[config.mk]
export PLATFORM = sky130hd
export DESIGN_NAME = uart_cmd_bridge
export DESIGN_NICKNAME = d
export VERILOG_FILES = /design/src/source/uart_frame_pkg.sv /design/src/source/cmd_pkg.sv /design/src/source/uart_tx_frame.sv /design/src/source/uart_rx_frame.sv /design/src/source/cmd_sequencer.sv /design/src/source/uart_cmd_bridge.sv
export VERILOG_INCLUDE_DIRS = /design/src /design/src/source
export SDC_FILE = /design/constraint.sdc
export NUM_CORES = 1
export LEC_CHECK = 0
export BUFFER_PORTS_ARGS = -buffer_cell sky130_fd_sc_hd__buf_2
export CORE_UTILIZATION = 55
export CTS_CLUSTER_SIZE = 10
export DETAILED_ROUTE_END_ITERATION = 8
export PLACE_DENSITY = 0.75
export SETUP_SLACK_MARGIN = 0.02
export SKIP_CTS_REPAIR_TIMING = 1
export SYNTH_ARGS = -nofsm -noshare
export SYNTH_HDL_FRONTEND = slang
export SYNTH_SLANG_ARGS = --single-unit
[constraint.sdc]
create_clock -name clk -period 2.35 [get_ports clk]
set_input_delay 0.3525 -clock clk [delete_from_list [all_inputs] [get_ports clk]]
set_output_delay 0.3525 -clock clk [all_outputs]
set_load 0.02 [all_outputs]
[src/source/uart_macros.svh]
`ifndef UART_MACROS_SVH
`define UART_MACROS_SVH

// system clock and line rate
`define UART_CLK_HZ 50000000
`define UART_BAUD 115200

// default divider, 434 at 50 MHz
`define UART_CLKS_PER_BIT (`UART_CLK_HZ / `UART_BAUD)

// read response window in bit periods
`define UART_RESP_TIMEOUT_BITS 40

`endif

[src/source/uart_frame_pkg.sv]
package uart_frame_pkg;

  // one data byte on the line
  typedef logic [7:0] uart_byte_t;

  // position within an 11-bit frame
  typedef logic [3:0] bit_idx_t;

  // clocks within one bit period
  typedef logic [15:0] baud_cnt_t;

  // received byte with its frame checks
  typedef struct packed {
    uart_byte_t data;
    logic       parity_ok;
    logic       stop_ok;
  } rx_byte_s;

endpackage

[src/source/cmd_pkg.sv]
package cmd_pkg;

  // raw command word from the host
  typedef logic [15:0] cmd_word_t;

  // field view, bit 15 is the read flag
  typedef struct packed {
    logic                     rd;
    logic [6:0]               addr_hi;
    uart_frame_pkg::uart_byte_t addr_lo;
  } cmd_fields_s;

  // result of a read command
  typedef struct packed {
    logic                     timeout;
    logic                     parity_err;
    uart_frame_pkg::uart_byte_t data;
  } read_result_s;

  typedef enum logic [2:0] {
    IDLE,
    SEND_HI,
    SEND_LO,
    WAIT_RESP,
    DONE
  } seq_state_e;

endpackage

[src/source/uart_tx_frame.sv]
`timescale 1ns/1ps
`include "uart_macros.svh"

module uart_tx_frame #(
  parameter int clks_per_bit = `UART_CLKS_PER_BIT
) (
  input  logic                       clk,
  input  logic                       rst_n,
  input  logic                       tx_start,
  input  uart_frame_pkg::uart_byte_t tx_byte,
  output logic                       tx_busy,
  output logic                       tx
);

  import uart_frame_pkg::*;

  localparam baud_cnt_t last_cnt = baud_cnt_t'(clks_per_bit - 1);
  localparam bit_idx_t  last_bit = bit_idx_t'(10);

  logic [10:0] frame_sh;
  baud_cnt_t   baud_cnt;
  bit_idx_t    bit_idx;

  // line always shows the lsb of the frame register
  assign tx = frame_sh[0];

  always_ff @(posedge clk or negedge rst_n) begin
    if (!rst_n) begin
      frame_sh <= '1;
      tx_busy  <= 1'b0;
      baud_cnt <= '0;
      bit_idx  <= '0;
    end else if (tx_start && !tx_busy) begin
      // stop, odd parity, data lsb first, start
      frame_sh <= {1'b1, ~^tx_byte, tx_byte, 1'b0};
      tx_busy  <= 1'b1;
      baud_cnt <= '0;
      bit_idx  <= '0;
    end else if (tx_busy) begin
      if (baud_cnt == last_cnt) begin
        baud_cnt <= '0;
        frame_sh <= {1'b1, frame_sh[10:1]};
        if (bit_idx == last_bit) begin
          tx_busy <= 1'b0;
          bit_idx <= '0;
        end else begin
          bit_idx <= bit_idx + 1'b1;
        end
      end else begin
        baud_cnt <= baud_cnt + 1'b1;
      end
    end
  end

  // idle line stays at mark
  a_idle_high: assert property (@(posedge clk) disable iff (!rst_n)
    !tx_busy |-> tx)
    else $error("tx low while idle");

  // sequencer must wait for the frame to finish
  a_no_start_busy: assert property (@(posedge clk) disable iff (!rst_n)
    tx_busy |-> !tx_start)
    else $error("tx_start while tx_busy");

endmodule

[src/source/uart_rx_frame.sv]
`timescale 1ns/1ps
`include "uart_macros.svh"

module uart_rx_frame #(
  parameter int clks_per_bit = `UART_CLKS_PER_BIT
) (
  input  logic                     clk,
  input  logic                     rst_n,
  input  logic                     rx,
  output logic                     rx_valid,
  output uart_frame_pkg::rx_byte_s rx_byte
);

  import uart_frame_pkg::*;

  localparam baud_cnt_t last_cnt = baud_cnt_t'(clks_per_bit - 1);
  localparam baud_cnt_t mid_cnt  = baud_cnt_t'(clks_per_bit / 2);
  localparam bit_idx_t  stop_bit = bit_idx_t'(10);

  logic [2:0] rx_dly;
  logic       rx_s;
  logic       rx_fall;
  logic       active;
  logic       sample;
  baud_cnt_t  baud_cnt;
  bit_idx_t   bit_idx;
  // data bits plus parity, parity ends up on top
  logic [8:0] data_sh;

  // two sync flops, third stage for the edge
  always_ff @(posedge clk or negedge rst_n) begin
    if (!rst_n) begin
      rx_dly <= 3'b111;
    end else begin
      rx_dly <= {rx_dly[1:0], rx};
    end
  end

  assign rx_s    = rx_dly[1];
  assign rx_fall = rx_dly[2] && !rx_dly[1];
  assign sample  = active && (baud_cnt == mid_cnt);

  always_ff @(posedge clk or negedge rst_n) begin
    if (!rst_n) begin
      active   <= 1'b0;
      baud_cnt <= '0;
      bit_idx  <= '0;
      rx_valid <= 1'b0;
    end else begin
      rx_valid <= 1'b0;
      if (!active) begin
        if (rx_fall) begin
          active   <= 1'b1;
          baud_cnt <= '0;
          bit_idx  <= '0;
        end
      end else begin
        baud_cnt <= (baud_cnt == last_cnt) ? '0 : baud_cnt + 1'b1;
        if (sample) begin
          bit_idx <= bit_idx + 1'b1;
          // start bit gone high again at mid-bit means a glitch
          if (bit_idx == '0 && rx_s) begin
            active <= 1'b0;
          end
          if (bit_idx == stop_bit) begin
            active   <= 1'b0;
            rx_valid <= 1'b1;
          end
        end
      end
    end
  end

  always_ff @(posedge clk) begin
    if (sample && bit_idx != '0 && bit_idx != stop_bit) begin
      data_sh <= {rx_s, data_sh[8:1]};
    end
    if (sample && bit_idx == stop_bit) begin
      rx_byte.data      <= data_sh[7:0];
      rx_byte.parity_ok <= ^data_sh;
      rx_byte.stop_ok   <= rx_s;
    end
  end

  a_valid_pulse: assert property (@(posedge clk) disable iff (!rst_n)
    rx_valid |=> !rx_valid)
    else $error("rx_valid held for two cycles");

endmodule

[src/source/cmd_sequencer.sv]
`timescale 1ns/1ps
`include "uart_macros.svh"

module cmd_sequencer #(
  parameter int clks_per_bit = `UART_CLKS_PER_BIT
) (
  input  logic                       clk,
  input  logic                       rst_n,
  input  cmd_pkg::cmd_word_t         cmd_in,
  input  logic                       cmd_vld,
  output logic                       cmd_rdy,
  output logic                       tx_start,
  output uart_frame_pkg::uart_byte_t tx_byte,
  input  logic                       tx_busy,
  input  logic                       rx_valid,
  input  uart_frame_pkg::rx_byte_s   rx_byte,
  output logic                       read_rdy,
  output cmd_pkg::read_result_s      read_data
);

  import cmd_pkg::*;

  localparam int unsigned resp_cycles = `UART_RESP_TIMEOUT_BITS * clks_per_bit;
  localparam int to_w = $clog2(resp_cycles);

  seq_state_e      state;
  cmd_fields_s     cmd_q;
  logic            issued;
  logic            frame_done;
  logic            accept;
  logic [to_w-1:0] to_cnt;

  assign accept     = cmd_vld && cmd_rdy;
  // busy already high the cycle after the strobe
  assign frame_done = issued && !tx_busy;
  assign tx_start   = (state == SEND_HI || state == SEND_LO) && !issued && !tx_busy;
  assign tx_byte    = (state == SEND_HI) ? {cmd_q.rd, cmd_q.addr_hi} : cmd_q.addr_lo;

  always_ff @(posedge clk or negedge rst_n) begin
    if (!rst_n) begin
      state    <= IDLE;
      cmd_rdy  <= 1'b1;
      read_rdy <= 1'b0;
      issued   <= 1'b0;
      to_cnt   <= '0;
    end else begin
      read_rdy <= 1'b0;
      if (tx_start) begin
        issued <= 1'b1;
      end
      case (state)
        IDLE, DONE: begin
          state <= IDLE;
          if (accept) begin
            cmd_rdy <= 1'b0;
            state   <= SEND_HI;
          end
        end
        SEND_HI: begin
          if (frame_done) begin
            issued <= 1'b0;
            state  <= SEND_LO;
          end
        end
        SEND_LO: begin
          if (frame_done) begin
            issued <= 1'b0;
            to_cnt <= '0;
            if (cmd_q.rd) begin
              state <= WAIT_RESP;
            end else begin
              cmd_rdy <= 1'b1;
              state   <= IDLE;
            end
          end
        end
        WAIT_RESP: begin
          to_cnt <= to_cnt + 1'b1;
          if (rx_valid || to_cnt == to_w'(resp_cycles - 1)) begin
            read_rdy <= 1'b1;
            cmd_rdy  <= 1'b1;
            state    <= DONE;
          end
        end
        default: state <= IDLE;
      endcase
    end
  end

  // command and result payload
  always_ff @(posedge clk) begin
    if (accept) begin
      cmd_q <= cmd_in;
    end
    if (state == WAIT_RESP) begin
      if (rx_valid) begin
        read_data.timeout    <= 1'b0;
        read_data.parity_err <= !(rx_byte.parity_ok && rx_byte.stop_ok);
        read_data.data       <= rx_byte.data;
      end else begin
        // no byte arrived
        read_data <= '{timeout: 1'b1, parity_err: 1'b0, data: '0};
      end
    end
  end

  a_rdy_vs_busy: assert property (@(posedge clk) disable iff (!rst_n)
    !(cmd_rdy && tx_busy))
    else $error("cmd_rdy high during a frame");

  a_read_rdy_src: assert property (@(posedge clk) disable iff (!rst_n)
    $rose(read_rdy) |-> $past(state == WAIT_RESP))
    else $error("read_rdy outside a read");

endmodule

[src/source/uart_cmd_bridge.sv]
`timescale 1ns/1ps
`include "uart_macros.svh"

module uart_cmd_bridge #(
  parameter int clks_per_bit = `UART_CLKS_PER_BIT
) (
  input  logic                  clk,
  input  logic                  rst_n,
  input  cmd_pkg::cmd_word_t    cmd_in,
  input  logic                  cmd_vld,
  output logic                  cmd_rdy,
  input  logic                  rx,
  output logic                  tx,
  output logic                  read_rdy,
  output cmd_pkg::read_result_s read_data
);

  import uart_frame_pkg::*;

  logic       tx_start;
  logic       tx_busy;
  uart_byte_t tx_byte;
  logic       rx_valid;
  rx_byte_s   rx_byte;

  cmd_sequencer #(
    .clks_per_bit(clks_per_bit)
  ) i_cmd_sequencer (
    .clk      (clk),
    .rst_n    (rst_n),
    .cmd_in   (cmd_in),
    .cmd_vld  (cmd_vld),
    .cmd_rdy  (cmd_rdy),
    .tx_start (tx_start),
    .tx_byte  (tx_byte),
    .tx_busy  (tx_busy),
    .rx_valid (rx_valid),
    .rx_byte  (rx_byte),
    .read_rdy (read_rdy),
    .read_data(read_data)
  );

  uart_tx_frame #(
    .clks_per_bit(clks_per_bit)
  ) i_uart_tx_frame (
    .clk     (clk),
    .rst_n   (rst_n),
    .tx_start(tx_start),
    .tx_byte (tx_byte),
    .tx_busy (tx_busy),
    .tx      (tx)
  );

  uart_rx_frame #(
    .clks_per_bit(clks_per_bit)
  ) i_uart_rx_frame (
    .clk     (clk),
    .rst_n   (rst_n),
    .rx      (rx),
    .rx_valid(rx_valid),
    .rx_byte (rx_byte)
  );

endmodule

-- Word level (Yosys, flattened, before mapping)
Cells that the tools add are included.
- register bits: 123
- input port bits: 20
- add/sub/neg operators: 5
- equal/unequal tests: 17
- multiplexer cells: 48
- reductions and logical operators: 35
- operators with widths (operator ; number):
    2-to-1 mux 16 bit ; 6
    2-to-1 mux 11 bit ; 3
    adder 16 x 1 -> 16 bit, second input constant ; 2
    equality test 16 x 9 -> 1 bit, second input constant ; 2
    one-hot mux 15 bit (2 select lines) ; 1
    2-to-1 mux 4 bit ; 7
    2-to-1 mux 1 bit ; 22
    equality test 16 x 8 -> 1 bit, second input constant ; 1
    adder 15 x 1 -> 15 bit, second input constant ; 1
    equality test 15 bit, second input constant ; 1
    2-to-1 mux 15 bit ; 1
    logical AND 1 bit ; 12
    one-hot mux 3 bit (4 select lines) ; 1
    2-to-1 mux 10 bit ; 1
    2-to-1 mux 3 bit ; 3
    parity 9 bit ; 1
    adder 4 x 1 -> 4 bit, second input constant ; 2
    equality test 4 bit, second input constant ; 2
    2-to-1 mux 8 bit ; 1
    != test 2 x 1 -> 1 bit, second input constant ; 4
    nonzero test 2 bit ; 4
    XNOR reduction 8 bit ; 1
    equality test 3 x 2 -> 1 bit, second input constant ; 2
    AND reduction 2 bit ; 3
    15 further kinds ; 21

-- Logic depth before layout (Yosys ltp)
- depth after elaboration: 7
- mapped depth: 8

-- By module
From an unflattened synthesis, not the netlist that was laid out.
- cell total of the unflattened synthesis: 531
- area, all modules: 5978.2 um^2
- modules (own cells, without submodules) (module ; times used ; cells an instance ; area an instance (um^2) ; seq. area each (um^2)):
    uart_rx_frame ; 1 ; 188 ; 2113.3 ; 1199.9
    cmd_sequencer ; 1 ; 159 ; 2043.2 ; 1307.5
    uart_tx_frame ; 1 ; 184 ; 1821.7 ; 788.3

-- Least setup slack after synthesis
OpenSTA, ideal clock, no wires.
- path kind: reg-to-reg
- from: register i_uart_rx_frame.baud_cnt[2]
- to: register, netlist name i_uart_rx_frame.rx_byte[0]
- data arrival time: 1.859 ns
- path slack: 0.101 ns
- stages on the path, launching flop included: 6
- buffers on the path: 1
- clock period less this slack: 2.249 ns
- cells stage by stage: dfrtp_1 > clkbuf_1 > nor4_1 > and4b_1 > nand2_1 > nor3_1
- longest elaborated chain between the ends: 3
- RTL lines (element ; line ; RTL):
    from (decl) ; uart_rx_frame.sv:25 ; baud_cnt_t baud_cnt;
    from (signal assigned) ; uart_rx_frame.sv:58 ; baud_cnt <= (baud_cnt == last_cnt) ? '0 : baud_cnt + 1'b1;
    equality test 16 x 8 -> 1 bit ; uart_rx_frame.sv:41 ; assign sample = active && (baud_cnt == mid_cnt);
    logical AND 1 bit ; uart_rx_frame.sv:41 ;
    logical AND 1 bit ; uart_rx_frame.sv:78 ; if (sample && bit_idx == stop_bit) begin
No other way between the ends.
A chain may end at the register's enable or synchronous reset.

-- Worst setup path after layout
- from: register i_uart_tx_frame.baud_cnt[1]
- to: register i_uart_tx_frame.baud_cnt[5]
- longest elaborated chain between the ends: 4
- elaborated cells between the ends (all ways): 5
- those cells by class: add/sub (1); eq/ne (1); mux (3)
- RTL lines (element ; line ; RTL):
    from (decl) ; uart_tx_frame.sv:21 ; baud_cnt_t baud_cnt;
    from (signal assigned) ; uart_tx_frame.sv:50 ; baud_cnt <= baud_cnt + 1'b1;
    adder 16 x 1 -> 16 bit or equality test 16 x 9 -> 1 bit (tied branches) ; uart_tx_frame.sv:50, uart_tx_frame.sv:40 ;
    2-to-1 mux 16 bit * ; uart_tx_frame.sv:40 ; if (baud_cnt == last_cnt) begin
    2-to-1 mux 16 bit * ; uart_tx_frame.sv:39 ; end else if (tx_busy) begin
    2-to-1 mux 16 bit * ; uart_tx_frame.sv:33 ; end else if (tx_start && !tx_busy) begin
Mark *: on every way between the ends. The rest lies on a longest branch, timed or not. The select of a mux whose other input is x is not followed.

==> impl_metrics.env <==
export IMPL_status="completed"
export IMPL_synth_edf_count=45
export IMPL_port_buffer_count=32
export IMPL_num_fill_cells=732
export IMPL_layout_min_cycle_time_ns=2.07
export IMPL_power_switching_mw=1.24
export IMPL_relSlewSlack_pct=54.5
export IMPL_slew_viol_final=0
export IMPL_r2r_cells=7
export IMPL_internal_power_mw=4.00
export IMPL_clk_latency_ns=0.52
export IMPL_rsz0062_at_grt="no"
export IMPL_maxClockFrequency_mhz=484
export IMPL_holdCritPathClass="in2reg"
export IMPL_start_kind="register"
export IMPL_routabilityCongestion=0.861
export IMPL_cts_root_buf="clkbuf_8"
export IMPL_path_buf_inv=1
export IMPL_nets=622
export IMPL_drive_above_1_share_pct=16.4
export IMPL_power_mw=5.23
export IMPL_design_area_um2=6790
export IMPL_max_slew_worst_pin_slew_ns=0.682
export IMPL_initial_utilization_pct=57.7
export IMPL_switching_share_pct=23.6
export IMPL_hold_path_depth=1
export IMPL_grt_pass1_vias=4092
export IMPL_grt_pass1_wl_mm=19.3
export IMPL_critical_path_class="reg2reg"
export IMPL_diodes=0
export IMPL_ios=33
export IMPL_die_area_um2=10900
export IMPL_top_layer_used="met4"
export IMPL_async_reset_ff_share_pct=63.1
export IMPL_dominantRegCellSynth="dfrtp_1"
export IMPL_vias_per_cell=5.74
export IMPL_clkTransAtPathRegs_ns=0.06
export IMPL_drc=0
export IMPL_fp_dieH_um=104
export IMPL_max_stage_delay_ns=0.43
export IMPL_syn_inst=535
export IMPL_syn_nets=565
export IMPL_skew_ns=0.00648
export IMPL_wl_per_cell_um=15.5
export IMPL_cp_top_family="simple AND/OR/NAND/NOR gates"
export IMPL_drt_pass1_iterations=5
export IMPL_met1_length_mm=5.19
export IMPL_maxCapViolations=0
export IMPL_comb_power_share_pct=4.4
export IMPL_area_delta_synth_final_pct=18.3
export IMPL_synth_cell_area_um2=5740
export IMPL_dr_wl_met3_um=465
export IMPL_cp_arrival_ns=2.47
export IMPL_rows=36
export IMPL_ys_seq_area_share_pct=57.4
export IMPL_syn_area_per_cell_um2=10.7
export IMPL_grt_usage_pct=22.6
export IMPL_cp_depth=7
export IMPL_numClockSinks=122
export IMPL_fin_crit_sh_pct=87.9
export IMPL_synth_warnings=0
export IMPL_die_width_um=104
export IMPL_ys_seq_elements=122
export IMPL_ff_latch_area_um2=3300
export IMPL_num_vias=4238
export IMPL_antenna_left=0
export IMPL_ys_types=54
export IMPL_end_kind="register"
export IMPL_power_per_cell_area_nw_per_um2=771
export IMPL_cts_buffers=17
export IMPL_seq_power_share_pct=45.1
export IMPL_finalSetupViolCount=0
export IMPL_multiInputGateArea_um2=2300
export IMPL_post_dp_hpwl_mm=7.86
export IMPL_drt_iter0_markers=326
export IMPL_drt_total_wl_mm=11.4
export IMPL_core_area_um2=9950
export IMPL_setup_tns_ns=0
export IMPL_final_cell_mix="nand2_1, dfrtp_1, o21ai_0"
export IMPL_antenna_found_initial=0
export IMPL_crit_required_ns=2.75
export IMPL_final_util_pct=68.2
export IMPL_clk_path_buf_depth=2
export IMPL_leakage_nw=2.78
export IMPL_crit_slowest_cell="nand2_1"
export IMPL_hold_viol_final=0
export IMPL_crit_chain="inv_1 > ha_1 > nor3b_1 > nand4_1 > nand2_1 > o21ai_0 > a22o_1"
export IMPL_peakVddDrop_v=0.000627
export IMPL_grt_max_degree=44
export IMPL_cts_tree="built"
export IMPL_place_area_um2=6110
export IMPL_gr_total_overflow=0
export IMPL_pwr_share_clk_pct=50.5
export IMPL_cp_max_fo=18
export IMPL_ctsHtreeMaxLevel=4
export IMPL_wl_met2_mm=5.66
==> cells in the mapped netlist, drive strengths merged (13+ instances only) <==
| master | number | area, um^2 |
|---|---|---|
| dfrtp | 63 | 1580 |
| nand2 | 63 | 236 |
| o21ai | 54 | 270 |
| edfxtp | 45 | 1350 |
| nor2 | 29 | 109 |
| a21oi | 25 | 129 |
| nand3 | 24 | 120 |
| inv | 22 | 82.6 |
| xnor2 | 22 | 193 |
| dfstp | 14 | 368 |
| mux2i | 14 | 140 |
| and2 | 13 | 81.3 |
| nor3 | 13 | 70.1 |
==> metrics by stage <==
step	instances	hold WS (ns)	worst slack, ns
final	738	0.0137	0.284
after global routing	738	-0.00384	0.116
after CTS	730	-0.158	0.181
after detailed placement	698	0.349	0.215
after global placement	698	0.348	0.263
after floorplan	535	0.0569	0.101
==> worst register-to-register path, delay by kind of cell (launching register included) <==
kind	cells	cell delay, ns
compound gates	2	0.46
fa+ha+maj	1	0.13
buf+inv	1	0.09
flops	1	0.41
simple gates	3	0.87
==> power by group through the flow <==
stage               combinational, mW  sequential, mW  clock [mW]
global placement                0.210            2.39           0
detailed placement              0.220            2.40           0
CTS                             0.220            2.36        2.68
floorplan                       0.177            2.35           0
finish                          0.230            2.36        2.64
global route                    0.266            2.37        2.78
==> metal layers <==
layer | vias to the layer above | global-route usage (%)
li1 | 2049 | -
met2 | 103 | 36.0
met1 | 2074 | 30.4
met4 | 0 | 7.35
met5 | - | 0
met3 | 12 | 5.89
==> state kept, by name, summed over array words and instances (netlist names), 9 cells and up <==
signal,count
i_uart_tx_frame.frame_sh,10
i_uart_rx_frame.rx_byte,10
i_uart_rx_frame.data_sh,9
i_cmd_sequencer.read_data,10
i_cmd_sequencer.to_cnt,15
i_uart_rx_frame.baud_cnt,16
i_cmd_sequencer.cmd_q,16
i_uart_tx_frame.baud_cnt,16
==> path summary, 6_finish.rpt <==
| kind | slack, ns | endpoint | startpoint |
|---|---|---|---|
| min in group asynchronous | 0.38 | i_uart_tx_frame.bit_idx[3]$_DFFE_PN0P_ | rst_n |
| max in group asynchronous | 1.36 | i_uart_rx_frame.rx_dly[0]$_DFF_PN1_ | rst_n |
| worst min register to register | 0.36 | i_uart_rx_frame.rx_dly[1]$_DFF_PN1_ | i_uart_rx_frame.rx_dly[0]$_DFF_PN1_ |
| worst max register to register | 0.28 | i_uart_tx_frame.baud_cnt[5]$_DFFE_PN0P_ | i_uart_tx_frame.baud_cnt[1]$_DFFE_PN0P_ |
| worst max-delay path | 0.28 | i_uart_tx_frame.baud_cnt[5]$_DFFE_PN0P_ | i_uart_tx_frame.baud_cnt[1]$_DFFE_PN0P_ |
| worst min-delay path | 0.01 | i_cmd_sequencer.cmd_q[10]$_DFFE_PN_ | cmd_in[10] |
==> final cells by class <==
class,instances,share of cell area (%)
clock inverters,15,2.78
well taps,133,2.45
clock buffers,17,6.10
inverters,22,1.22
flip-flops and latches,122,48.5
repair buffers,52,5.08
multi-input cells,377,33.8
==> cells by family (layout without fill, tap and decap cells) <==
family,Yosys count,count (layout),synth area share (%)
XOR/XNOR,28,28,4.27
buffers and inverters,36,106,2.64
AND/OR/NAND/NOR,202,202,18.2
multiplexers,15,15,2.64
adder cells (fa/ha/maj),10,10,2.18
AO/OA/AOI/OAI,122,122,12.7
flip-flops,122,122,57.4
(Power assumes the default switching activity.)
